## src/logic/cpu_pkg.sv

```systemverilog
package cpu_pkg;

    // Word and array sizes
    localparam int INSTR_W    = 9;              // Instruction word width
    localparam int DATA_W     = 8;              // Register and memory byte width
    localparam int IMM_W      = 6;              // Immediate field width
    localparam int IMEM_DEPTH = 64;             // Program words
    localparam int IMEM_AW    = 6;              // Program address width
    localparam int DMEM_AW    = 8;              // 256 data bytes
    localparam int REG_AW     = 2;              // Four registers

    // Run limits
    localparam int MAX_CYCLES = 200;            // Budget before forced ack
    localparam int CYCLE_W    = 16;             // Executed-cycle counter width

    // Primary opcodes, top three bits of every instruction
    typedef enum logic [2:0] {
        OP_ADD   = 3'd0,                        // r1 = ra + rb
        OP_SUB   = 3'd1,                        // r1 = ra - rb
        OP_AND   = 3'd2,                        // r1 = ra & rb
        OP_LOAD  = 3'd3,                        // rb = mem[ra]
        OP_STORE = 3'd4,                        // mem[ra] = rb
        OP_LDI   = 3'd5,                        // r1 = zext(imm6)
        OP_BZ    = 3'd6,                        // Branch if r1 == 0
        OP_HALT  = 3'd7                         // Stop execution
    } opcode_e;

    // Same 9-bit word, two field layouts selected by opcode
    typedef union packed {
        struct packed {
            opcode_e             opcode;        // Shared opcode position
            logic [REG_AW-1:0]   ra;            // Address / first operand reg
            logic [REG_AW-1:0]   rb;            // Data / second operand reg
            logic [1:0]          spare;         // Unused low bits
        } reg_form;
        struct packed {
            opcode_e             opcode;        // Shared opcode position
            logic [IMM_W-1:0]    imm6;          // LDI value or BZ offset
        } imm_form;
    } instr_u;

endpackage
```

## src/logic/run_control.sv

```systemverilog
`timescale 1ns/1ps

module run_control (
    input  logic                         clk,
    input  logic                         reset,
    input  logic                         start,       // Host raises then lowers
    input  logic                         halt,        // HALT executing
    output logic                         running,
    output logic                         ack,         // Sticky until reset
    output logic [cpu_pkg::CYCLE_W-1:0]  cycle_count
);
    import cpu_pkg::*;

    logic start_seen;                                 // Start was sampled high
    logic budget_hit;                                 // Last allowed cycle
    logic stop;

    // Count reaches MAX_CYCLES at the end of this cycle
    assign budget_hit = (cycle_count == CYCLE_W'(MAX_CYCLES - 1));
    assign stop       = running && (halt || budget_hit);

    always_ff @(posedge clk or posedge reset) begin
        if (reset) begin
            start_seen  <= 1'b0;
            running     <= 1'b0;
            ack         <= 1'b0;
            cycle_count <= '0;
        end else begin
            if (start) begin
                start_seen <= 1'b1;
            end
            if (running) begin
                cycle_count <= cycle_count + 1'b1;    // HALT cycle counted too
                if (stop) begin
                    running <= 1'b0;                  // Count freezes here
                    ack     <= 1'b1;
                end
            end else if (start_seen && !start && !ack) begin
                running <= 1'b1;                      // Falling edge of start
            end
        end
    end

endmodule

```

## config.mk

```make
export PLATFORM = sky130hd
export DESIGN_NAME = run_control
export DESIGN_NICKNAME = d
export VERILOG_FILES = /design/src/logic/cpu_pkg.sv /design/src/logic/run_control.sv
export SDC_FILE = /design/constraint.sdc
export NUM_CORES = 1
export LEC_CHECK = 0
export BUFFER_PORTS_ARGS = -buffer_cell sky130_fd_sc_hd__buf_4
export CAP_MARGIN = 10
export CORE_MARGIN = 2
export CORE_UTILIZATION = 48
export CTS_BUF_LIST = sky130_fd_sc_hd__clkbuf_4
export CTS_CLUSTER_SIZE = 10
export DETAILED_ROUTE_END_ITERATION = 10
export PLACE_DENSITY_LB_ADDON = 0.08
export SLEW_MARGIN = 20
export SYNTH_ARGS = -nofsm -noshare
export SYNTH_HDL_FRONTEND = slang
export SYNTH_SLANG_ARGS = --single-unit
```

## constraint.sdc

```tcl
create_clock -name clk -period 1.25 [get_ports clk]
set_input_delay 0.0625 -clock clk [delete_from_list [all_inputs] [get_ports clk]]
set_output_delay 0.0625 -clock clk [all_outputs]
set_load 0.05 [all_outputs]
```

==> summary.txt, run 1 <==
CTS
  • CTS tree: yes
  • Clock-pin slew on the worst setup and hold paths: around 0.11 ns
  • Sinks on Clock Net: 19
  • CTS buffer count: 3
  • Worst skew pair latency: 0.29 ns
  • CTS Root Cell: clkbuf_4
  • Clk buf depth: 2
  • Htree depth: 1

Run status
  • Status: complete, but fails checks
  • Failing checks: negative hold slack, negative setup slack

Global routing
  • Initial antenna violation count: 0
  • GRT Total Usage: around 20%
  • Number of global-route vias before repair: between 600 and 700
  • First-pass GRT wire length: roughly 2900 um
  • Largest net degree at the start of global routing: 20
  • Total gr overflow: 0

Die
  • Core box area: 1710 um2
  • Die span in y: 46.2 um
  • IO Pins: 22
  • Initial core utilization: 50.0%
  • Die W: about 46 um
  • Row count: 15
  • Die area: about 2100 um2

Timing
  • Min cycle time layout: 1.29 ns
  • Unrepaired setup endpoints after global routing: true
  • Worst-Margin Slew: ~0.23 ns
  • Max-slew violations: 0
  • Period utilization: 103%
  • Final hold vios: 1
  • Skew final: between 0.004 and 0.005 ns
  • Rel. slew slack: between 80 and 90%
  • Final setup margin: -0.0380 ns
  • Setup Viol. Count Final: 2
  • FMAX: 776 MHz
  • Final hold slack: -0.00465 ns

Detailed routing
  • Vias: around 650
  • Vias/cell: ~4.7
  • Antenna-violating nets left: 0
  • Routed WL: about 1800 um
  • DR DRC count: 0
  • WL/cell: around 13 um
  • Initial DRC count: 0
  • Pre-antenna DRT Iters: 1

Cells and area
  • Share of post-route cells with drive strength above 1: a little under three fifths
  • Commonest non-fill, non-tap cell in the layout: buf_4
  • Finished Core Util: between 70% and 80%
  • Area Growth Syn to Fin: 47.0%
  • Nets: around 120
  • Commonest cells after routing, fill and taps aside: buf_4 (34), dfrtp_2 (14), xnor2_1 (9)
  • Diode count: 0
  • Final-layout fill cell count: about 130

Flow run
  • Max Cap Violations: 0

Setup path
  • Max FO, Critical Path: 4
  • Worst setup EP type: flip-flop
  • Critical R2R Launch: cycle_count[1]
  • Type of origin of the critical path: flip-flop
  • CP max-delay cell: dfrtp_2
  • Critical Path AT: approximately 1.5 ns
  • CP Class: reg2reg
  • R2R depth: 6
  • Critical-path cell list: ha_4 -> nand4_4 -> nor3_4 -> buf_4 -> buf_6 -> xor2_2
  • Worst Setup SP: cycle_count[1]
  • CP peak stage delay: 0.41 ns
  • R2r setup slk: -0.04 ns
  • Capture point of the worst reg-to-reg path: cycle_count[8]
  • CP required: 1.48 ns

Worst hold path
  • Hold Path End: running
  • Hold_sp: halt
  • Worst hold path type: in2reg
  • Hold Path Stages: 4

Power and ir drop
  • Total power: just under 2 mW
  • Leakage power: 0.612 nW
  • Power Density: ~1500 nW/um2
  • Maximum vdd drop: between 1500 and 2000 uV

Yosys
  • Post-synthesis register bit count: 19
  • Asr flop ratio synth: 100%
  • Main synth FF type: dfrtp_1
  • Sequential area share after synthesis: between 50% and 60%
  • Syn avg cell area: around 12 um2
  • Yosys warning total: 0
  • Syn Inst Count: ~70
  • Syn nets: slightly below 80
  • Post-synth cell types: 23
  • Post-synth EDFFs: 0
  • Syn Std Cell Area: between 800 and 900 um2

Placed design
  • Port Buffers: 21
  • Dpl hpwl: 1240 um
  • Routability cong.: around 0.80
## synthesized netlist by cell type, drive strengths merged (2+ instances only)
| library cell | number | area (um2) |
|---|---|---|
| and3 | 3 | 18.8 |
| and4 | 2 | 18.8 |
| dfrtp | 19 | 475 |
| inv | 2 | 7.51 |
| nand2 | 8 | 30.0 |
| nand3 | 5 | 25.0 |
| nand4 | 3 | 33.8 |
| nor2 | 3 | 11.3 |
| nor3 | 3 | 31.3 |
| nor4 | 2 | 12.5 |
| xnor2 | 9 | 78.8 |
| xor2 | 6 | 52.6 |
## how the worst max path moves through the flow
stage | end | cells past startpoint
finish | cycle_count[8] | 6
global route | cycle_count[10] | 5
CTS | cycle_count[10] | 5
detailed placement | cycle_count[10] | 5
global placement | cycle_count[10] | 5
floorplan | cycle_count[10] | 5
## sequential cells by signal (all words and copies together) (netlist names)
register	cells
start_seen	1
running	1
ack	1
cycle_count	16
## logic make-up (layout without fill, tap and decap cells)
kind of cell    after synthesis  in the layout  synth area share, %
simple gates                 30             30                 22.0
flops                        19             19                 55.6
xor+xnor                     15             15                 15.4
compound gates                3              3                 2.49
buf+inv                       3             43                 1.76
fa+ha+maj                     1              1                 1.46
mux                           1              1                 1.32
## metal layers
metal  track usage [%]  wire length, um
met1              29.3              845
met3              2.35               56
met4              10.3               18
met5                 0                0
met2              27.2              896
## power by group
part	internal (mW)	leakage [nW]	total, mW	switching [mW]
sequential	0.710	0.226	0.811	0.101
clock	0.119	0.0177	0.314	0.195
combinational	0.324	0.368	0.820	0.496
## area by class of cell
type / count / area, um2 / share of cell area (%)
inverters: 2 / 7.51 / 0.598
repair buffers: 37 / 287 / 22.8
multi-input cells: 50 / 410 / 32.7
clock buffers: 3 / 22.5 / 1.79
clock inverters: 1 / 5.00 / 0.398
well taps: 25 / 31.3 / 2.49
flip-flops and latches: 19 / 493 / 39.2
## worst max-delay path, delay by kind of cell (launching register included)
family | cells | cell delay (ns)
xor+xnor | 1 | 0.12
fa+ha+maj | 1 | 0.16
buf+inv | 2 | 0.25
flops | 1 | 0.41
simple gates | 2 | 0.29
## what timing repair did
item | CTS | global route
gates cloned | 0 | 0
resized for setup | 1 | 5
pin swaps | 0 | 3
hold buffers | 2 | 0
setup endpoints to repair | 4 | 12
hold endpoints to repair | 20 | 0
buffers inserted | 0 | 2
## metrics by stage
step | cell area, um2 | hold slack, ns | setup slack (ns) | instances | TNS (ns)
2_1_floorplan | 896 | 0.0127 | -0.191 | 72 | -1.16
3_3_place_gp | 1160 | 0.102 | -0.0119 | 129 | -0.0119
3_5_place_dp | 1160 | 0.107 | -0.0144 | 129 | -0.0144
4_1_cts | 1220 | 0.0146 | -0.0551 | 135 | -0.0775
5_1_grt | 1260 | 0.0106 | -0.124 | 137 | -0.650
6_report | 1260 | -0.00465 | -0.0380 | 137 | -0.0586
(Power assumes the default switching activity.)
==> run 2, diff against run 1 <==
--- a/config.mk
+++ b/config.mk
@@ -12,7 +12,7 @@
 export CTS_BUF_LIST = sky130_fd_sc_hd__clkbuf_4
 export CTS_CLUSTER_SIZE = 10
 export DETAILED_ROUTE_END_ITERATION = 10
-export PLACE_DENSITY_LB_ADDON = 0.08
+export PLACE_DENSITY = 0.83
 export SLEW_MARGIN = 20
 export SYNTH_ARGS = -nofsm -noshare
 export SYNTH_HDL_FRONTEND = slang
==> run 2 against run 1 <==
Sequential power about the same. Hold slack better by 0.011 ns. Die area did not move. Final cell count up 0.73%. Highest routed layer unchanged. Clock skew down 0.0022 ns. The flow finishes with violations (negative setup slack). Wire length is 3.5% higher. Count of clock-buffer cells in the layout unchanged. First-iteration DRC count up 7. Largest cell class unchanged. Combinational power up 5.6%. Via count up 8.8%.
==> summary.txt, run 2 (synthesis results as in run 1) <==
Run status
  • Status: complete, but fails checks
  • Failing checks: negative setup slack

Global routing
  • Initial antenna violation count: 0
  • Most used routing layer: met2
  • GR Util met1: 24.6%
  • M3 GR Usage: 3.53%
  • GRT Total Usage: between 15 and 20%
  • Total gr overflow: 0
  • GR Util met2: between 20 and 30%
  • Number of global-route vias before repair: 646
  • Largest net degree at the start of global routing: 20
  • First-pass GRT wire length: ~2800 um

Placed design
  • Dpl hpwl: approximately 1300 um
  • Placed cell area: 1160 um2
  • Post-Place Cells: between 100 and 150
  • Place WS: -0.0183 ns
  • Port Buffers: 21
  • Routability cong.: between 0.8 and 0.9

CTS
  • CTS Root Cell: clkbuf_4
  • Clk buf depth: 2
  • Htree depth: 1
  • Worst skew pair latency: around 0.30 ns
  • Sinks on Clock Net: 19
  • CTS buffer count: 3
  • Clock-pin slew on the worst setup and hold paths: ~0.1 ns
  • CTS tree: yes

Worst hold path
  • Worst hold path type: in2reg

Timing
  • Min cycle time layout: 1.30 ns
  • Period utilization: 104%
  • Max-slew violations: 0
  • Final hold vios: 0
  • Skew final: approximately 0.0025 ns
  • Unrepaired setup endpoints after global routing: true
  • Setup Viol. Count Final: 4
  • Worst-Margin Slew: roughly 0.28 ns
  • Final hold slack: ~0.0067 ns
  • Final setup margin: -0.0476 ns
  • Rel. slew slack: between 80% and 90%
  • FMAX: 771 MHz

Cells and area
  • Max FFs per register: 16
  • Area Growth Syn to Fin: 47.1%
  • Commonest cells after routing, fill and taps aside: buf_4 (36), dfrtp_2 (14), xnor2_1 (9)
  • Multi-input logic area: around 410 um2
  • Final-layout fill cell count: 115
  • Commonest non-fill, non-tap cell in the layout: buf_4
  • Diode count: 0
  • Storage cell area: 493 um2
  • Design area: between 1000 and 1500 um2
  • Register with the most flip-flops: cycle_count
  • Share of post-route cells with drive strength above 1: 57.5%
  • Nets: 119
  • Final non-filler cell total: about 140
  • Finished Core Util: 73.6%

Die
  • IO Pins: 22
  • Row count: 15
  • Core box area: between 1500 and 2000 um2
  • Initial core utilization: around half
  • Die area: roughly 2100 um2
  • Die W: 46.2 um
  • Die span in y: ~46 um

Setup path
  • Critical Path AT: 1.49 ns
  • CP Class: reg2reg
  • CP required: ~1.4 ns
  • Worst setup EP type: flip-flop
  • Max FO, Critical Path: 4
  • Type of origin of the critical path: flip-flop

Detailed routing
  • Vias: 706
  • DR DRC count: 0
  • Pre-antenna DRT Iters: 4
  • WL/cell: about 14 um
  • Vias/cell: 5.12
  • Initial DRC count: 7
  • Routed WL: approximately 1900 um
  • Antenna-violating nets left: 0

Power and ir drop
  • Leakage power: about 0.6 nW
  • Maximum vdd drop: ~1500 uV
  • Power Density: 1580 nW/um2

Flow run
  • Max Cap Violations: 0
run 2: changes by cell type in the layout (fill, tap and decap cells not counted):
cell / change
buf_4: +2
buf_6: -1
nor3_1: -1
nor3_2: +1
xor2_1: +1
xor2_2: -1
run 2: final cells by class:
cell class	instances	share of cell area (%)
Clock buffer	3	1.79
Multi-Input combinational cell	50	32.4
Clock inverter	1	0.398
Tap cell	25	2.49
Timing Repair Buffer	38	23.1
Inverter	2	0.597
Sequential cell	19	39.2
run 2: worst paths after layout:
kind / to / cells after the start / slack, ns / from
worst max-delay path: cycle_count[11] / 4 / -0.05 / cycle_count[3]
worst min-delay path: running / 4 / 0.007 / halt
worst max register to register: cycle_count[11] / 4 / -0.05 / cycle_count[3]
worst min register to register: start_seen / 1 / 0.48 / start_seen
max in group asynchronous: cycle_count[12] / 4 / 0.71 / reset
min in group asynchronous: ack / 4 / 0.33 / reset
run 2: through the flow:
| step | setup TNS, ns | power, mW |
|---|---|---|
| floorplan | -1.16 | 1.33 |
| global route | -0.557 | 2.08 |
| CTS | -0.0564 | 1.93 |
| finish | -0.0915 | 1.98 |
| detailed placement | -0.0183 | 1.62 |
| global placement | 0 | 1.59 |
run 2: metal layers:
metal	vias to the layer above	share of wire, %
met5	-	0
met1	338	43
met3	8	4.7
met4	0	2.9
li1	333	-
met2	27	50
run 2: worst max-delay path: stages (launching register included):
cell and delay [ns]:
dfrtp_2 0.44, nand3_1 0.16, nor3_4 0.29, nand4_1 0.16, xnor2_1 0.15
run 2: power breakdown:
part / switching (mW) / internal [mW] / total [mW] / leakage (nW)
Combinational: 0.513 / 0.353 / 0.866 / 0.374
Clock: 0.189 / 0.119 / 0.308 / 0.0177
Sequential: 0.100 / 0.710 / 0.811 / 0.226
run 2: timing repair:
item / in CTS / in global routing
setup buffers: 0 / 3
cloned: 0 / 0
hold buffers: 2 / 0
hold endpoints to repair: 20 / 0
resized for setup: 1 / 4
pin swaps: 1 / 4
endpoints found under the setup margin: 3 / 12
==> run 3, diff against run 2 <==
--- a/config.mk
+++ b/config.mk
@@ -8,12 +8,10 @@
 export BUFFER_PORTS_ARGS = -buffer_cell sky130_fd_sc_hd__buf_4
 export CAP_MARGIN = 10
 export CORE_MARGIN = 2
-export CORE_UTILIZATION = 48
-export CTS_BUF_LIST = sky130_fd_sc_hd__clkbuf_4
+export CORE_UTILIZATION = 45
 export CTS_CLUSTER_SIZE = 10
 export DETAILED_ROUTE_END_ITERATION = 10
-export PLACE_DENSITY = 0.83
-export SLEW_MARGIN = 20
+export PLACE_DENSITY = 0.79
 export SYNTH_ARGS = -nofsm -noshare
 export SYNTH_HDL_FRONTEND = slang
 export SYNTH_SLANG_ARGS = --single-unit
==> run 3 against run 2 <==
The run still ends with negative setup slack left. Count of clock-buffer cells in the layout unchanged. Final cell count is 2.2% higher. Die area is 6.1% higher. Combinational power about the same. Wire length stayed put. Utilization fell by 0.58 points. Critical path depth up 1. Non-clock buffer count increased by 3. Sequential cell count unchanged. Fmax rose by 1.1%. Global-route usage is 0.93 points higher. Via count shrank 3.3%. Largest power group unchanged.
==> summary.txt, run 3 (synthesis results as in run 1) <==
Timing
  • FMAX: just under 800 MHz
  • Skew final: 0.0100 ns
  • Final hold vios: 0
  • Rel. slew slack: between 80% and 90%
  • Unrepaired setup endpoints after global routing: true
  • Final hold slack: approximately 0.32 ns
  • Period utilization: 103%
  • Setup Viol. Count Final: 1
  • Post-route setup TNS: -0.0339 ns
  • Final setup margin: -0.0339 ns
  • Min cycle time layout: 1.28 ns
  • Worst-Margin Slew: between 0.2 and 0.3 ns
  • Max-slew violations: 0

Detailed routing
  • Met1 Wirelength: between 800 and 900 um
  • Pre-antenna DRT Iters: 2
  • WL met2: 926 um
  • Routed WL: about 1900 um
  • Vias: a little under 700
  • DR DRC count: 0
  • WL met3: between 70 and 80 um
  • Initial DRC count: 12
  • Top sig layer: met4
  • Antenna-violating nets left: 0
  • Vias/cell: between 4 and 5
  • WL/cell: about 13 um

Setup path
  • Type of origin of the critical path: flip-flop
  • Critical-path cell list: ha_4 -> nand4_4 -> nor3_4 -> and3_1 -> xor2_1
  • CP top delay family: simple AND/OR/NAND/NOR gates
  • CP peak stage delay: between 0.4 and 0.5 ns
  • CP bufs+invs: 0
  • Max FO, Critical Path: 4
  • Critical R2R Launch: cycle_count[1]
  • R2R depth: 5
  • CP required: about 1.5 ns
  • Critical Path AT: approximately 1.5 ns
  • Worst setup EP type: flip-flop
  • CP Class: reg2reg
  • R2r setup slk: -0.03 ns
  • Capture point of the worst reg-to-reg path: cycle_count[10]
  • CP max-delay cell: dfrtp_2

Placed design
  • Routability cong.: just under 0.9
  • Port Buffers: 21
  • Placed cell area: roughly 1200 um2
  • Dpl hpwl: between 1000 and 1500 um

Cells and area
  • Nets: around 120
  • Commonest non-fill, non-tap cell in the layout: buf_4
  • Max FFs per register: 16
  • Area Growth Syn to Fin: 50.8%
  • Diode count: 0
  • Design area: ~1300 um2
  • Commonest cells after routing, fill and taps aside: buf_4 (38), dfrtp_2 (14), xnor2_1 (9)
  • Finished Core Util: between 70% and 80%
  • Multi-input logic area: 414 um2
  • Share of post-route cells with drive strength above 1: between 50% and 60%
  • Storage cell area: roughly 490 um2
  • Register with the most flip-flops: cycle_count
  • Final-layout fill cell count: roughly 140

Global routing
  • Largest net degree at the start of global routing: 20
  • First-pass GRT wire length: ~3000 um
  • GRT Total Usage: about a fifth
  • Number of global-route vias before repair: between 600 and 700
  • Initial antenna violation count: 0
  • Total gr overflow: 0

CTS
  • Worst skew pair latency: 0.30 ns
  • CTS Root Cell: clkbuf_4
  • CTS buffer count: 3
  • Clk buf depth: 2
  • Sinks on Clock Net: 19
  • Clock-pin slew on the worst setup and hold paths: 0.11 ns
  • Htree depth: 1
  • CTS tree: yes

Die
  • IO Pins: 22
  • Core box area: 1760 um2
  • Die W: roughly 48 um
  • Initial core utilization: a little under 50%
  • Row count: 15
  • Die span in y: between 40 and 50 um
  • Die area: 2260 um2

Power and ir drop
  • Maximum vdd drop: around 1300 uV
  • Power Density: roughly 1600 nW/um2
  • Leakage power: 0.629 nW

Flow run
  • Max Cap Violations: 0

Run status
  • Failing checks: negative setup slack
  • Status: complete, but fails checks

Worst hold path
  • Worst hold path type: in2async
## run 3: how the worst max path moves through the flow
stage	to	start	slack, ns	cells after the start
after floorplan	cycle_count[10]	cycle_count[0]	-0.19	5
after global placement	cycle_count[10]	cycle_count[1]	-0.02	5
after detailed placement	cycle_count[10]	cycle_count[1]	-0.03	5
after CTS	cycle_count[7]	cycle_count[0]	-0.06	5
after global routing	cycle_count[10]	cycle_count[0]	-0.13	5
final	cycle_count[10]	cycle_count[1]	-0.03	5
## run 3: repair_timing
item                       4_1_cts  5_1_grt
gates resized for setup          3        3
buffers inserted                 1        1
pin swaps                        2        4
cloned                           0        0
hold buffers                     2        1
setup endpoints to repair        4       10
hold endpoints to repair        20        1
## run 3: where the power goes
part           leakage (nW)  switching [mW]  internal [mW]  total [mW]
clock network        0.0177           0.192          0.119       0.311
logic                 0.385           0.505          0.358       0.863
registers             0.226           0.114          0.711       0.824
total                 0.629           0.811           1.19        2.00
## run 3: stage by stage
stage                     instances  setup WS (ns)  power (mW)
final                           141        -0.0339        2.00
after floorplan                  72         -0.191        1.33
after global placement          132        -0.0215        1.61
after detailed placement        132        -0.0305        1.63
after CTS                       139        -0.0558        1.98
after global routing            141         -0.126        2.12
## run 3: worst register-to-register path, stage by stage, from the launching register on
cell and delay [ns]:
dfrtp_2 0.42, ha_4 0.16, nand4_4 0.09, nor3_4 0.19, and3_1 0.20, xor2_1 0.15
## run 3: layout make-up
type                            instances  area share (%)
Multi-Input combinational cell         50            32.1
Clock inverter                          1           0.388
Tap cell                               25            2.43
Timing Repair Buffer                   41            24.5
Inverter                                2           0.583
Sequential cell                        19            38.3
Clock buffer                            3            1.75
## run 3: metal layers
metal | vias to the layer above | global-route usage, %
met5 | - | 0
met4 | 0 | 10.8
met3 | 6 | 5.66
met2 | 20 | 31.4
met1 | 323 | 26.0
li1 | 334 | -
