===== src/logic/cpu_pkg.sv =====
package cpu_pkg;

    // Word and array sizes
    localparam int INSTR_W    = 9;              // Instruction word width
    localparam int DATA_W     = 8;              // Register and memory byte width
    localparam int IMM_W      = 6;              // Immediate field width
    localparam int IMEM_DEPTH = 64;             // Program words
    localparam int IMEM_AW    = 6;              // Program address width
    localparam int DMEM_AW    = 8;              // 256 data bytes
    localparam int REG_AW     = 2;              // Four registers

    // Run limits
    localparam int MAX_CYCLES = 200;            // Budget before forced ack
    localparam int CYCLE_W    = 16;             // Executed-cycle counter width

    // Primary opcodes, top three bits of every instruction
    typedef enum logic [2:0] {
        OP_ADD   = 3'd0,                        // r1 = ra + rb
        OP_SUB   = 3'd1,                        // r1 = ra - rb
        OP_AND   = 3'd2,                        // r1 = ra & rb
        OP_LOAD  = 3'd3,                        // rb = mem[ra]
        OP_STORE = 3'd4,                        // mem[ra] = rb
        OP_LDI   = 3'd5,                        // r1 = zext(imm6)
        OP_BZ    = 3'd6,                        // Branch if r1 == 0
        OP_HALT  = 3'd7                         // Stop execution
    } opcode_e;

    // Same 9-bit word, two field layouts selected by opcode
    typedef union packed {
        struct packed {
            opcode_e             opcode;        // Shared opcode position
            logic [REG_AW-1:0]   ra;            // Address / first operand reg
            logic [REG_AW-1:0]   rb;            // Data / second operand reg
            logic [1:0]          spare;         // Unused low bits
        } reg_form;
        struct packed {
            opcode_e             opcode;        // Shared opcode position
            logic [IMM_W-1:0]    imm6;          // LDI value or BZ offset
        } imm_form;
    } instr_u;

endpackage

===== src/logic/instruction_memory.sv =====
`timescale 1ns/1ps

module instruction_memory (
    input  logic                         clk,
    input  logic                         prog_we,     // Host load strobe
    input  logic [cpu_pkg::IMEM_AW-1:0]  prog_addr,
    input  logic [cpu_pkg::INSTR_W-1:0]  prog_data,
    input  logic [cpu_pkg::IMEM_AW-1:0]  pc,          // Fetch address
    output cpu_pkg::instr_u              instr        // Fetched word
);
    import cpu_pkg::*;

    logic [INSTR_W-1:0] mem [IMEM_DEPTH];             // Program store, survives reset

    // Host writes only while the core is idle
    always_ff @(posedge clk) begin
        if (prog_we) begin
            mem[prog_addr] <= prog_data;
        end
    end

    assign instr = mem[pc];                           // Combinational fetch

endmodule


===== config.mk =====
export PLATFORM = sky130hd
export DESIGN_NAME = instruction_memory
export DESIGN_NICKNAME = d
export VERILOG_FILES = /design/src/logic/cpu_pkg.sv /design/src/logic/instruction_memory.sv
export SDC_FILE = /design/constraint.sdc
export NUM_CORES = 1
export LEC_CHECK = 0
export BUFFER_PORTS_ARGS = -buffer_cell sky130_fd_sc_hd__buf_2
export CORE_MARGIN = 2
export CORE_UTILIZATION = 56
export DETAILED_ROUTE_END_ITERATION = 12
export PLACE_DENSITY = 0.78
export SLEW_MARGIN = 20
export SYNTH_ARGS = -nofsm -noshare
export SYNTH_HDL_FRONTEND = slang
export SYNTH_SLANG_ARGS = --single-unit

===== constraint.sdc =====
create_clock -name clk -period 1.6 [get_ports clk]
set_clock_uncertainty 0.1 [all_clocks]
set_input_delay 0 -clock clk [delete_from_list [all_inputs] [get_ports clk]]
set_output_delay 0 -clock clk [all_outputs]
set_load 0.02 [all_outputs]

==> results of run 1 <==
==> area by class of cell <==
cell class / instances / share of cell area [%]
clock inverter: 27 / 0.8319
antenna: 1 / 0.009508
inverter: 1 / 0.01426
clock buffer: 70 / 5.524
tap: 525 / 2.496
sequential: 576 / 65.72
multi-input combinational: 380 / 18.75
timing repair buffer: 205 / 6.660
==> timing repair <==
item,CTS,global route
cloned,0,0
hold buffers,8,5
setup endpoints to repair,9,24
hold endpoints to repair,126,320
pin swaps,17,6
gates resized for setup,47,4
==> metrics by stage <==
step                total power, mW  hold slack [ns]  instance area, um^2
detailed placement            18.83           0.4589                24330
floorplan                     17.99        -0.001131                22440
global route                  31.70          0.03881                26320
finish                        30.87          0.01070                26320
CTS                           30.99         0.001846                26250
global placement              18.78           0.4625                24330
==> metal layers <==
layer	vias to the layer above	global-route usage, %
met5	-	0
met4	0	10.22
met3	115	6.266
met2	752	41.55
met1	5862	35.00
li1	4679	-
==> worst paths after layout <==
check         start    endpoint  slack (ns)
max       mem[0][2]    instr[2]       -1.15
min    prog_data[3]  mem[10][3]        0.01
==> synth_stat cells, types with 2 or more instances <==
library cell                number
sky130_fd_sc_hd__nand4_1         2
sky130_fd_sc_hd__clkbuf_1       23
sky130_fd_sc_hd__buf_12          2
sky130_fd_sc_hd__and2_1          4
sky130_fd_sc_hd__edfxtp_1      576
sky130_fd_sc_hd__o2111ai_1       2
sky130_fd_sc_hd__a22oi_1        17
sky130_fd_sc_hd__buf_6           5
sky130_fd_sc_hd__nand2b_1        6
sky130_fd_sc_hd__nand2_1        24
sky130_fd_sc_hd__nor3_1          2
sky130_fd_sc_hd__mux4_2        143
sky130_fd_sc_hd__o21ai_1         5
sky130_fd_sc_hd__a221o_1         3
sky130_fd_sc_hd__o211ai_1        5
sky130_fd_sc_hd__nand3_1        12
sky130_fd_sc_hd__o221ai_1        5
sky130_fd_sc_hd__buf_2          14
sky130_fd_sc_hd__a21oi_1         5
sky130_fd_sc_hd__buf_4           9
sky130_fd_sc_hd__a211oi_1        3
sky130_fd_sc_hd__mux4_1          8
sky130_fd_sc_hd__nand3b_1        3
sky130_fd_sc_hd__mux2_2          4
sky130_fd_sc_hd__nor2b_1        14
sky130_fd_sc_hd__o21bai_1        3
sky130_fd_sc_hd__a2111oi_0       6
sky130_fd_sc_hd__nor2_1         70
sky130_fd_sc_hd__o22ai_1         8
sky130_fd_sc_hd__mux2i_1        22
==> power groups by stage <==
stage	logic, mW	clock network [mW]	registers (mW)
detailed placement	1.77	0	17.1
CTS	1.89	12.4	16.7
floorplan	0.943	0	17.0
global route	2.02	12.9	16.7
global placement	1.73	0	17.0
finish	1.92	12.2	16.7
==> cell families (layout without fill, tap and decap cells) <==
| kind of cell | count (synthesis) | count (layout) | share of synthesized area, % |
|---|---|---|---|
| flip-flops | 576 | 576 | 77.17 |
| multiplexers | 177 | 177 | 16.49 |
| AND/OR/NAND/NOR | 141 | 141 | 2.853 |
| AO/OA/AOI/OAI | 62 | 62 | 2.026 |
| buffers and inverters | 55 | 303 | 1.462 |
| other | 0 | 1 | 0 |
==> impl_metrics.env, run 1 <==
export IMPL_drive_gt1_share_pct=35.42
export IMPL_grt_first_pass_wirelength_mm=76.99
export IMPL_yosys_area_top_type_share_pct=77.17
export IMPL_max_stage_delay_ns=0.48
export IMPL_asyncSetResetFlopFracSynth_pct=0
export IMPL_timing_critical_path_required_ns=1.50
export IMPL_crit_slowest_cell="sky130_fd_sc_hd__mux4_2"
export IMPL_yosysUniqueCellTypes=36
export IMPL_h_tree_depth=2
export IMPL_swShare_pct=20.96
export IMPL_synth_edff_count=576
export IMPL_fin_ws_ns=-1.151
export IMPL_syn_area_per_cell_um2=22.17
export IMPL_detailedPlacementHpwl_mm=31.21
export IMPL_die_x_um=204.1
export IMPL_start_util_pct=56.54
export IMPL_cts_setup_buffers=0
export IMPL_grt_overflow=0
export IMPL_max_freq_mhz=363.5
export IMPL_finalHoldViolations=0
export IMPL_detail_route_wirelength_met1_mm=18.59
export IMPL_wl_per_cell_um=29.02
export IMPL_place_port_buffers=31
export IMPL_synth_area_leaders="sky130_fd_sc_hd__edfxtp_1 77%, sky130_fd_sc_hd__mux4_2 14%, sky130_fd_sc_hd__nor2_1 1.2%"
export IMPL_dp_slack_ns=-0.9455
export IMPL_avgViaCountPerCell=6.391
export IMPL_final_worst_path_period_need_ns=2.751
export IMPL_number_of_flip_flops_under_the_largest_register_name=576
export IMPL_synth_largest_area_cell="sky130_fd_sc_hd__edfxtp_1"
export IMPL_critical_path_top_delay_family="compound AO/OA/AOI/OAI gates"
export IMPL_post_route_period_util_pct=171.9
export IMPL_timing_critical_path_cells="mux4_2, nor2b_4, a2111oi_4, a2111oi_2, a221o_1, buf_6"
export IMPL_largest_registers="mem (576)"
export IMPL_synth_net_count=1034
export IMPL_floorplan_die_height_um=204.1
export IMPL_antenna_left=0
export IMPL_met2_length_mm=25.79
export IMPL_power_per_cell_area_nw_per_um2=1173
export IMPL_regMostFlops="mem"
export IMPL_power_leakage_nw=8.546
export IMPL_holdPathStages=2
export IMPL_track_usage_pct=25.95
export IMPL_tritoncts_num_sinks=576
export IMPL_category_of_the_worst_setup_path_capture_point="primary output"
export IMPL_seq_power_share_pct=54.2
export IMPL_worst_ir_drop_vdd_mv=0.7652
export IMPL_final_util_pct=66.40
export IMPL_ctsLongestPathBuffers=3
export IMPL_maxSlewViolCount=0
export IMPL_floorplan_die_area_um2=41640
export IMPL_met3WireLength_mm=5.617
export IMPL_layout_cells_most_common_list="576 x sky130_fd_sc_hd__edfxtp_1, 154 x sky130_fd_sc_hd__buf_4, 151 x sky130_fd_sc_hd__mux4_2"
export IMPL_grt_start_max_net_pins=65
export IMPL_finalWirelength_mm=51.80
export IMPL_syn_area_um2=22410
export IMPL_drt_first_pass_iters=6
export IMPL_max_cap_violations=0
export IMPL_grt_setup_unrepaired="true"
export IMPL_setup_tns_final_ns=-9.282
export IMPL_finalSetupViolCount=9
export IMPL_drt_drc_violations_left=0
export IMPL_outcome="complete, but fails checks"
export IMPL_power_internal_mw=24.40
export IMPL_p_comb_share_pct=6.2
export IMPL_timing_critical_path_from_type="flip-flop"
export IMPL_ys_ff_latch=576
export IMPL_core_rowCount=73
export IMPL_synth_warning_count=0
export IMPL_path_clk_slew_ns=0.06
export IMPL_floorplan_core_area_um2=39640
export IMPL_cts_inserted_buffers=55
export IMPL_critical_path_cell_count=6
export IMPL_yosys_most_used_dff="sky130_fd_sc_hd__edfxtp_1"
export IMPL_timing_critical_path_arrival_ns=2.65
export IMPL_worst_slew_margin_rel_pct=49.79
export IMPL_layout_nets=1242
export IMPL_sequential_cell_area_um2=17300
export IMPL_power_switching_mw=6.471
export IMPL_clkPwrFrac_pct=39.6
export IMPL_timing_hold_worst_class="in -> reg"
export IMPL_sequential_fraction_of_the_synthesis_area_pct=77.17
export IMPL_gp_routability_congestion=0.8392
export IMPL_failed_checks="setup timing"
export IMPL_cp_num_buf_inv=1
export IMPL_first_global_vias=11720
export IMPL_top_layer="met4"
export IMPL_mostFrequentLayoutCell="sky130_fd_sc_hd__edfxtp_1"
export IMPL_kind_of_critical_path="reg -> out"
export IMPL_fillerInstances=2401
export IMPL_routed_via_count=11410
export IMPL_antenna_found_initial=1
export IMPL_tightest_slew_ns=0.7532
export IMPL_instances_no_fill=1785
export IMPL_placed_cells=1678
export IMPL_critPathMaxFanout=1
export IMPL_tritoncts_clock_tree="done"
export IMPL_post_synth_inst_count=1011
export IMPL_cts_root_buf="sky130_fd_sc_hd__clkbuf_16"
export IMPL_detail_route_iter0_violations=1312
export IMPL_area_of_combinational_cells_with_multiple_inputs_um2=4935
export IMPL_boundaryPins=32
export IMPL_areaGrowthSynthToFinish_pct=17.43
Note: power is estimated with default switching activity, not from simulation.
==> run 2, diff against run 1 <==
- CELL_PAD_IN_SITES_DETAIL_PLACEMENT: not set -> 0
- CELL_PAD_IN_SITES_GLOBAL_PLACEMENT: not set -> 1
- CORE_UTILIZATION: 56 -> 50
==> impl_metrics.env, run 2 (synthesis gave the netlist of run 1 again) <==
export IMPL_first_global_vias=11320
export IMPL_finalSetupViolCount=9
export IMPL_timing_critical_path_required_ns=1.50
export IMPL_critPathMaxFanout=1
export IMPL_place_port_buffers=31
export IMPL_largest_registers="mem (576)"
export IMPL_tritoncts_num_sinks=576
export IMPL_final_worst_path_period_need_ns=2.638
export IMPL_drt_first_pass_iters=8
export IMPL_power_leakage_nw=8.633
export IMPL_grt_first_pass_wirelength_mm=74.96
export IMPL_grt_setup_unrepaired="true"
export IMPL_track_usage_pct=22.09
export IMPL_drt_drc_violations_left=0
export IMPL_sequential_cell_area_um2=17300
export IMPL_timing_critical_path_from_type="flip-flop"
export IMPL_power_internal_mw=25.26
export IMPL_power_switching_mw=6.572
export IMPL_max_cap_violations=0
export IMPL_max_freq_mhz=379.1
export IMPL_grt_start_max_net_pins=65
export IMPL_h_tree_depth=2
export IMPL_worst_slew_margin_rel_pct=48.97
export IMPL_swShare_pct=20.65
export IMPL_final_hold_worst_slack_ns=0.07726
export IMPL_cts_root_buf="sky130_fd_sc_hd__clkbuf_16"
export IMPL_placed_cell_area_um2=24350
export IMPL_boundaryPins=32
export IMPL_regMostFlops="mem"
export IMPL_kind_of_critical_path="reg -> out"
export IMPL_ctsLongestPathBuffers=3
export IMPL_avgViaCountPerCell=5.988
export IMPL_post_route_cell_area_um2=26570
export IMPL_floorplan_die_height_um=215.7
export IMPL_floorplan_die_area_um2=46540
export IMPL_mostFrequentLayoutCell="sky130_fd_sc_hd__edfxtp_1"
export IMPL_placed_cells=1742
export IMPL_finalHoldViolations=0
export IMPL_floorplan_core_area_um2=44220
export IMPL_routed_via_count=11120
export IMPL_maxSlewViolCount=0
export IMPL_tritoncts_clock_tree="done"
export IMPL_drive_gt1_share_pct=35.81
export IMPL_post_route_period_util_pct=164.9
export IMPL_seq_power_share_pct=52.6
export IMPL_p_comb_share_pct=5.9
export IMPL_category_of_the_worst_setup_path_capture_point="primary output"
export IMPL_cts_setup_buffers=0
export IMPL_final_util_pct=60.07
export IMPL_area_of_combinational_cells_with_multiple_inputs_um2=4981
export IMPL_path_clk_slew_ns=0.06
export IMPL_detailedPlacementHpwl_mm=30.90
export IMPL_areaGrowthSynthToFinish_pct=18.52
export IMPL_worst_ir_drop_vdd_mv=0.9579
export IMPL_gp_routability_congestion=0.8381
export IMPL_cts_inserted_buffers=56
export IMPL_num_antenna_cells=0
export IMPL_timing_critical_path_arrival_ns=2.54
export IMPL_instances_no_fill=1857
export IMPL_wl_per_cell_um=27.03
export IMPL_timing_hold_worst_class="in -> reg"
export IMPL_antenna_left=0
export IMPL_core_rowCount=77
export IMPL_clkPwrFrac_pct=41.5
export IMPL_dp_slack_ns=-0.8418
export IMPL_detail_route_iter0_violations=1310
export IMPL_outcome="complete, but fails checks"
export IMPL_tightest_slew_ns=0.7655
export IMPL_fillerInstances=3020
export IMPL_failed_checks="setup timing"
export IMPL_die_x_um=215.7
export IMPL_layout_nets=1240
export IMPL_fin_ws_ns=-1.038
export IMPL_antenna_found_initial=1
export IMPL_power_per_cell_area_nw_per_um2=1198
export IMPL_number_of_flip_flops_under_the_largest_register_name=576
export IMPL_grt_overflow=0
export IMPL_finalWirelength_mm=50.20
export IMPL_layout_cells_most_common_list="576 x sky130_fd_sc_hd__edfxtp_1, 155 x sky130_fd_sc_hd__buf_4, 151 x sky130_fd_sc_hd__mux4_2"
export IMPL_start_util_pct=50.69
==> run 2: cell count changes in the layout (fill, tap and decap cells not counted), moves of 2 or more <==
cell and delta:
sky130_fd_sc_hd__buf_12 -3, sky130_fd_sc_hd__bufinv_16 +5, sky130_fd_sc_hd__clkinv_2 +4, sky130_fd_sc_hd__clkinvlp_4 -2
sky130_fd_sc_hd__dlygate4sd3_1 -2, sky130_fd_sc_hd__mux2_2 -2, sky130_fd_sc_hd__mux2_4 +2, sky130_fd_sc_hd__o22ai_4 +2
==> run 2: path summary, 6_finish.rpt <==
path | startpoint | endpoint | slack [ns] | cells after the start
min | prog_addr[5] | mem[13][7] | 0.08 | 4
max | mem[58][7] | instr[7] | -1.04 | 5
==> run 2: metrics by stage <==
step,power (mW),setup TNS [ns]
final,31.83,-8.773
after global routing,32.76,-9.344
after CTS,32.05,-9.030
after detailed placement,18.82,-6.158
after global placement,18.77,-5.996
after floorplan,17.99,-9.845
==> run 2: routing by layer <==
metal / vias to the layer above / part of all wire [%] / GRT usage (%)
li1: 4671 / - / -
met1: 5930 / 42 / 32.08
met2: 430 / 49 / 35.25
met3: 86 / 6.6 / 3.453
met4: 2 / 2.3 / 6.345
met5: - / 0.026 / 0
==> run 2: worst max-delay path, cell delays in order (launching register included) <==
cell                        delay, ns
sky130_fd_sc_hd__edfxtp_1        0.39
sky130_fd_sc_hd__mux4_2          0.50
sky130_fd_sc_hd__mux4_2          0.53
sky130_fd_sc_hd__o2111ai_4       0.21
sky130_fd_sc_hd__nand3_2         0.13
sky130_fd_sc_hd__buf_6           0.15
==> run 2: cell type report <==
class	count	share of cell area (%)
Inverter	1	0.01413
Timing Repair Buffer	202	6.368
Multi-Input combinational cell	380	18.75
Tap cell	592	2.788
Clock inverter	36	1.498
Clock buffer	70	5.473
Sequential cell	576	65.11
==> run 2: power by group through the flow <==
| stage | registers [mW] | logic, mW | clock network, mW |
|---|---|---|---|
| final | 16.7 | 1.88 | 13.2 |
| after global routing | 16.7 | 1.99 | 14.0 |
| after CTS | 16.7 | 1.86 | 13.4 |
| after detailed placement | 17.1 | 1.76 | 0 |
| after global placement | 17.0 | 1.72 | 0 |
| after floorplan | 17.0 | 0.943 | 0 |
==> run 2: repair_timing <==
item / 4_1_cts / 5_1_grt
gates resized for setup: 47 / 9
pin swaps: 15 / 8
cloned: 0 / 1
hold buffers: 5 / 7
hold endpoints to repair: 87 / 448
endpoints found under the setup margin: 9 / 14
==> run 3, diff against run 2 <==
- CORE_ASPECT_RATIO: not set -> 0.9
==> impl_metrics.env, run 3 (synthesis gave the netlist of run 1 again) <==
export IMPL_outcome="complete, but fails checks"
export IMPL_failed_checks="setup timing"
export IMPL_grt_use_met1_pct=32.91
export IMPL_drive_gt1_share_pct=35.10
export IMPL_cts_setup_buffers=0
export IMPL_worst_ir_drop_vdd_mv=0.8780
export IMPL_p_comb_share_pct=6.2
export IMPL_tightest_slew_ns=0.7610
export IMPL_first_global_vias=11220
export IMPL_boundaryPins=32
export IMPL_path_clk_slew_ns=0.06
export IMPL_tritoncts_num_sinks=576
export IMPL_areaGrowthSynthToFinish_pct=18.32
export IMPL_fin_total_pwr_mw=31.21
export IMPL_power_per_cell_area_nw_per_um2=1177
export IMPL_post_route_period_util_pct=164.6
export IMPL_mostFrequentLayoutCell="sky130_fd_sc_hd__edfxtp_1"
export IMPL_clkPwrFrac_pct=40.2
export IMPL_track_usage_pct=22.32
export IMPL_die_x_um=227.2
export IMPL_antenna_found_initial=0
export IMPL_timing_hold_worst_class="in -> reg"
export IMPL_power_switching_mw=6.421
export IMPL_drt_first_pass_iters=7
export IMPL_kind_of_critical_path="reg -> out"
export IMPL_number_of_flip_flops_under_the_largest_register_name=576
export IMPL_core_rowCount=73
export IMPL_wl_per_cell_um=26.82
export IMPL_final_util_pct=59.99
export IMPL_fillerInstances=3141
export IMPL_grt_most_used_layer="met2"
export IMPL_place_port_buffers=31
export IMPL_gr_usage_met2_pct=35.04
export IMPL_finalHoldViolations=0
export IMPL_critPathMaxFanout=1
export IMPL_ctsLongestPathBuffers=3
export IMPL_detailedPlacementHpwl_mm=31.38
export IMPL_timing_critical_path_arrival_ns=2.53
export IMPL_routed_via_count=11050
export IMPL_finalSetupViolCount=9
export IMPL_area_of_combinational_cells_with_multiple_inputs_um2=4933
export IMPL_detail_route_iter0_violations=1275
export IMPL_timing_critical_path_required_ns=1.50
export IMPL_gp_routability_congestion=0.8000
export IMPL_timing_critical_path_cells="mux4_1, nor2b_1, a211oi_2, a2111oi_2, a221o_1, buf_6"
export IMPL_instances_no_fill=1862
export IMPL_swShare_pct=20.57
export IMPL_grt_setup_unrepaired="true"
export IMPL_regMostFlops="mem"
export IMPL_crit_slowest_cell="sky130_fd_sc_hd__mux4_1"
export IMPL_sequential_cell_area_um2=17300
export IMPL_cp_num_buf_inv=1
export IMPL_power_leakage_nw=8.589
export IMPL_seq_power_share_pct=53.6
export IMPL_antenna_left=0
export IMPL_largest_registers="mem (576)"
export IMPL_floorplan_core_area_um2=44210
export IMPL_floorplan_die_height_um=204.9
export IMPL_final_hold_worst_slack_ns=0.05589
export IMPL_tritoncts_clock_tree="done"
export IMPL_layout_cells_most_common_list="576 x sky130_fd_sc_hd__edfxtp_1, 150 x sky130_fd_sc_hd__mux4_2, 147 x sky130_fd_sc_hd__buf_4"
export IMPL_grt_first_pass_wirelength_mm=74.14
export IMPL_m3_gr_usage_pct=3.371
export IMPL_fin_ws_ns=-1.033
export IMPL_drt_drc_violations_left=0
export IMPL_num_antenna_cells=0
export IMPL_final_worst_path_period_need_ns=2.633
export IMPL_finalWirelength_mm=49.94
export IMPL_grt_overflow=0
export IMPL_placed_cells=1751
export IMPL_floorplan_die_area_um2=46540
export IMPL_timing_critical_path_from_type="flip-flop"
export IMPL_h_tree_depth=2
export IMPL_layout_nets=1245
export IMPL_max_cap_violations=0
export IMPL_max_freq_mhz=379.8
export IMPL_category_of_the_worst_setup_path_capture_point="primary output"
export IMPL_worst_slew_margin_rel_pct=49.27
export IMPL_grt_start_max_net_pins=65
export IMPL_maxSlewViolCount=0
export IMPL_avgViaCountPerCell=5.936
export IMPL_cts_root_buf="sky130_fd_sc_hd__clkbuf_16"
export IMPL_max_stage_delay_ns=0.53
export IMPL_cts_inserted_buffers=55
export IMPL_critical_path_top_delay_family="compound AO/OA/AOI/OAI gates"
export IMPL_power_internal_mw=24.79
export IMPL_start_util_pct=50.70
==> run 3: worst min-delay path, cell delays in order <==
cell	delay, ns
sky130_fd_sc_hd__buf_2	0.17
sky130_fd_sc_hd__nand4_1	0.19
sky130_fd_sc_hd__nor3_2	0.09
sky130_fd_sc_hd__buf_6	0.14
==> run 3: per-layer routing <==
layer  share of wire [%]  wire (um)
met5                   0          0
met4                 2.4       1177
met3                 7.5       3768
met2                  48      23970
met1                  42      21020
==> run 3: what timing repair did <==
item                       in CTS  in global routing
pin swaps                      16                  7
hold buffers                   12                  2
gates cloned                    0                  1
setup endpoints to repair       9                 18
resized for setup              40                  3
hold endpoints to repair      421                128
==> run 3: cell type report <==
class	instances	share of cell area, %
clock buffers	70	5.562
inverters	1	0.01415
multi-input cells	380	18.60
flip-flops and latches	576	65.22
clock inverters	27	0.9200
repair buffers	208	6.850
well taps	600	2.831
==> run 3: through the flow <==
stage | setup TNS, ns | setup slack, ns | instance area, um^2
2_1_floorplan | -9.845 | -0.1264 | 22440
3_3_place_gp | -6.750 | -0.9673 | 24460
3_5_place_dp | -6.358 | -0.8934 | 24460
4_1_cts | -9.094 | -1.040 | 26490
5_1_grt | -9.487 | -1.115 | 26520
6_report | -8.792 | -1.033 | 26520
==> run 3: worst paths after layout <==
kind | start | end | slack [ns] | depth (start not counted)
max | mem[10][8] | instr[8] | -1.03 | 6
min | prog_addr[4] | mem[49][4] | 0.06 | 4
==> run 3: power by group through the flow <==
stage          Sequential (mW)  Clock, mW  Combinational [mW]
2_1_floorplan             17.0          0               0.943
3_3_place_gp              17.0          0                1.78
3_5_place_dp              17.0          0                1.82
4_1_cts                   16.7       12.7                1.93
5_1_grt                   16.7       13.3                2.05
6_report                  16.7       12.6                1.93
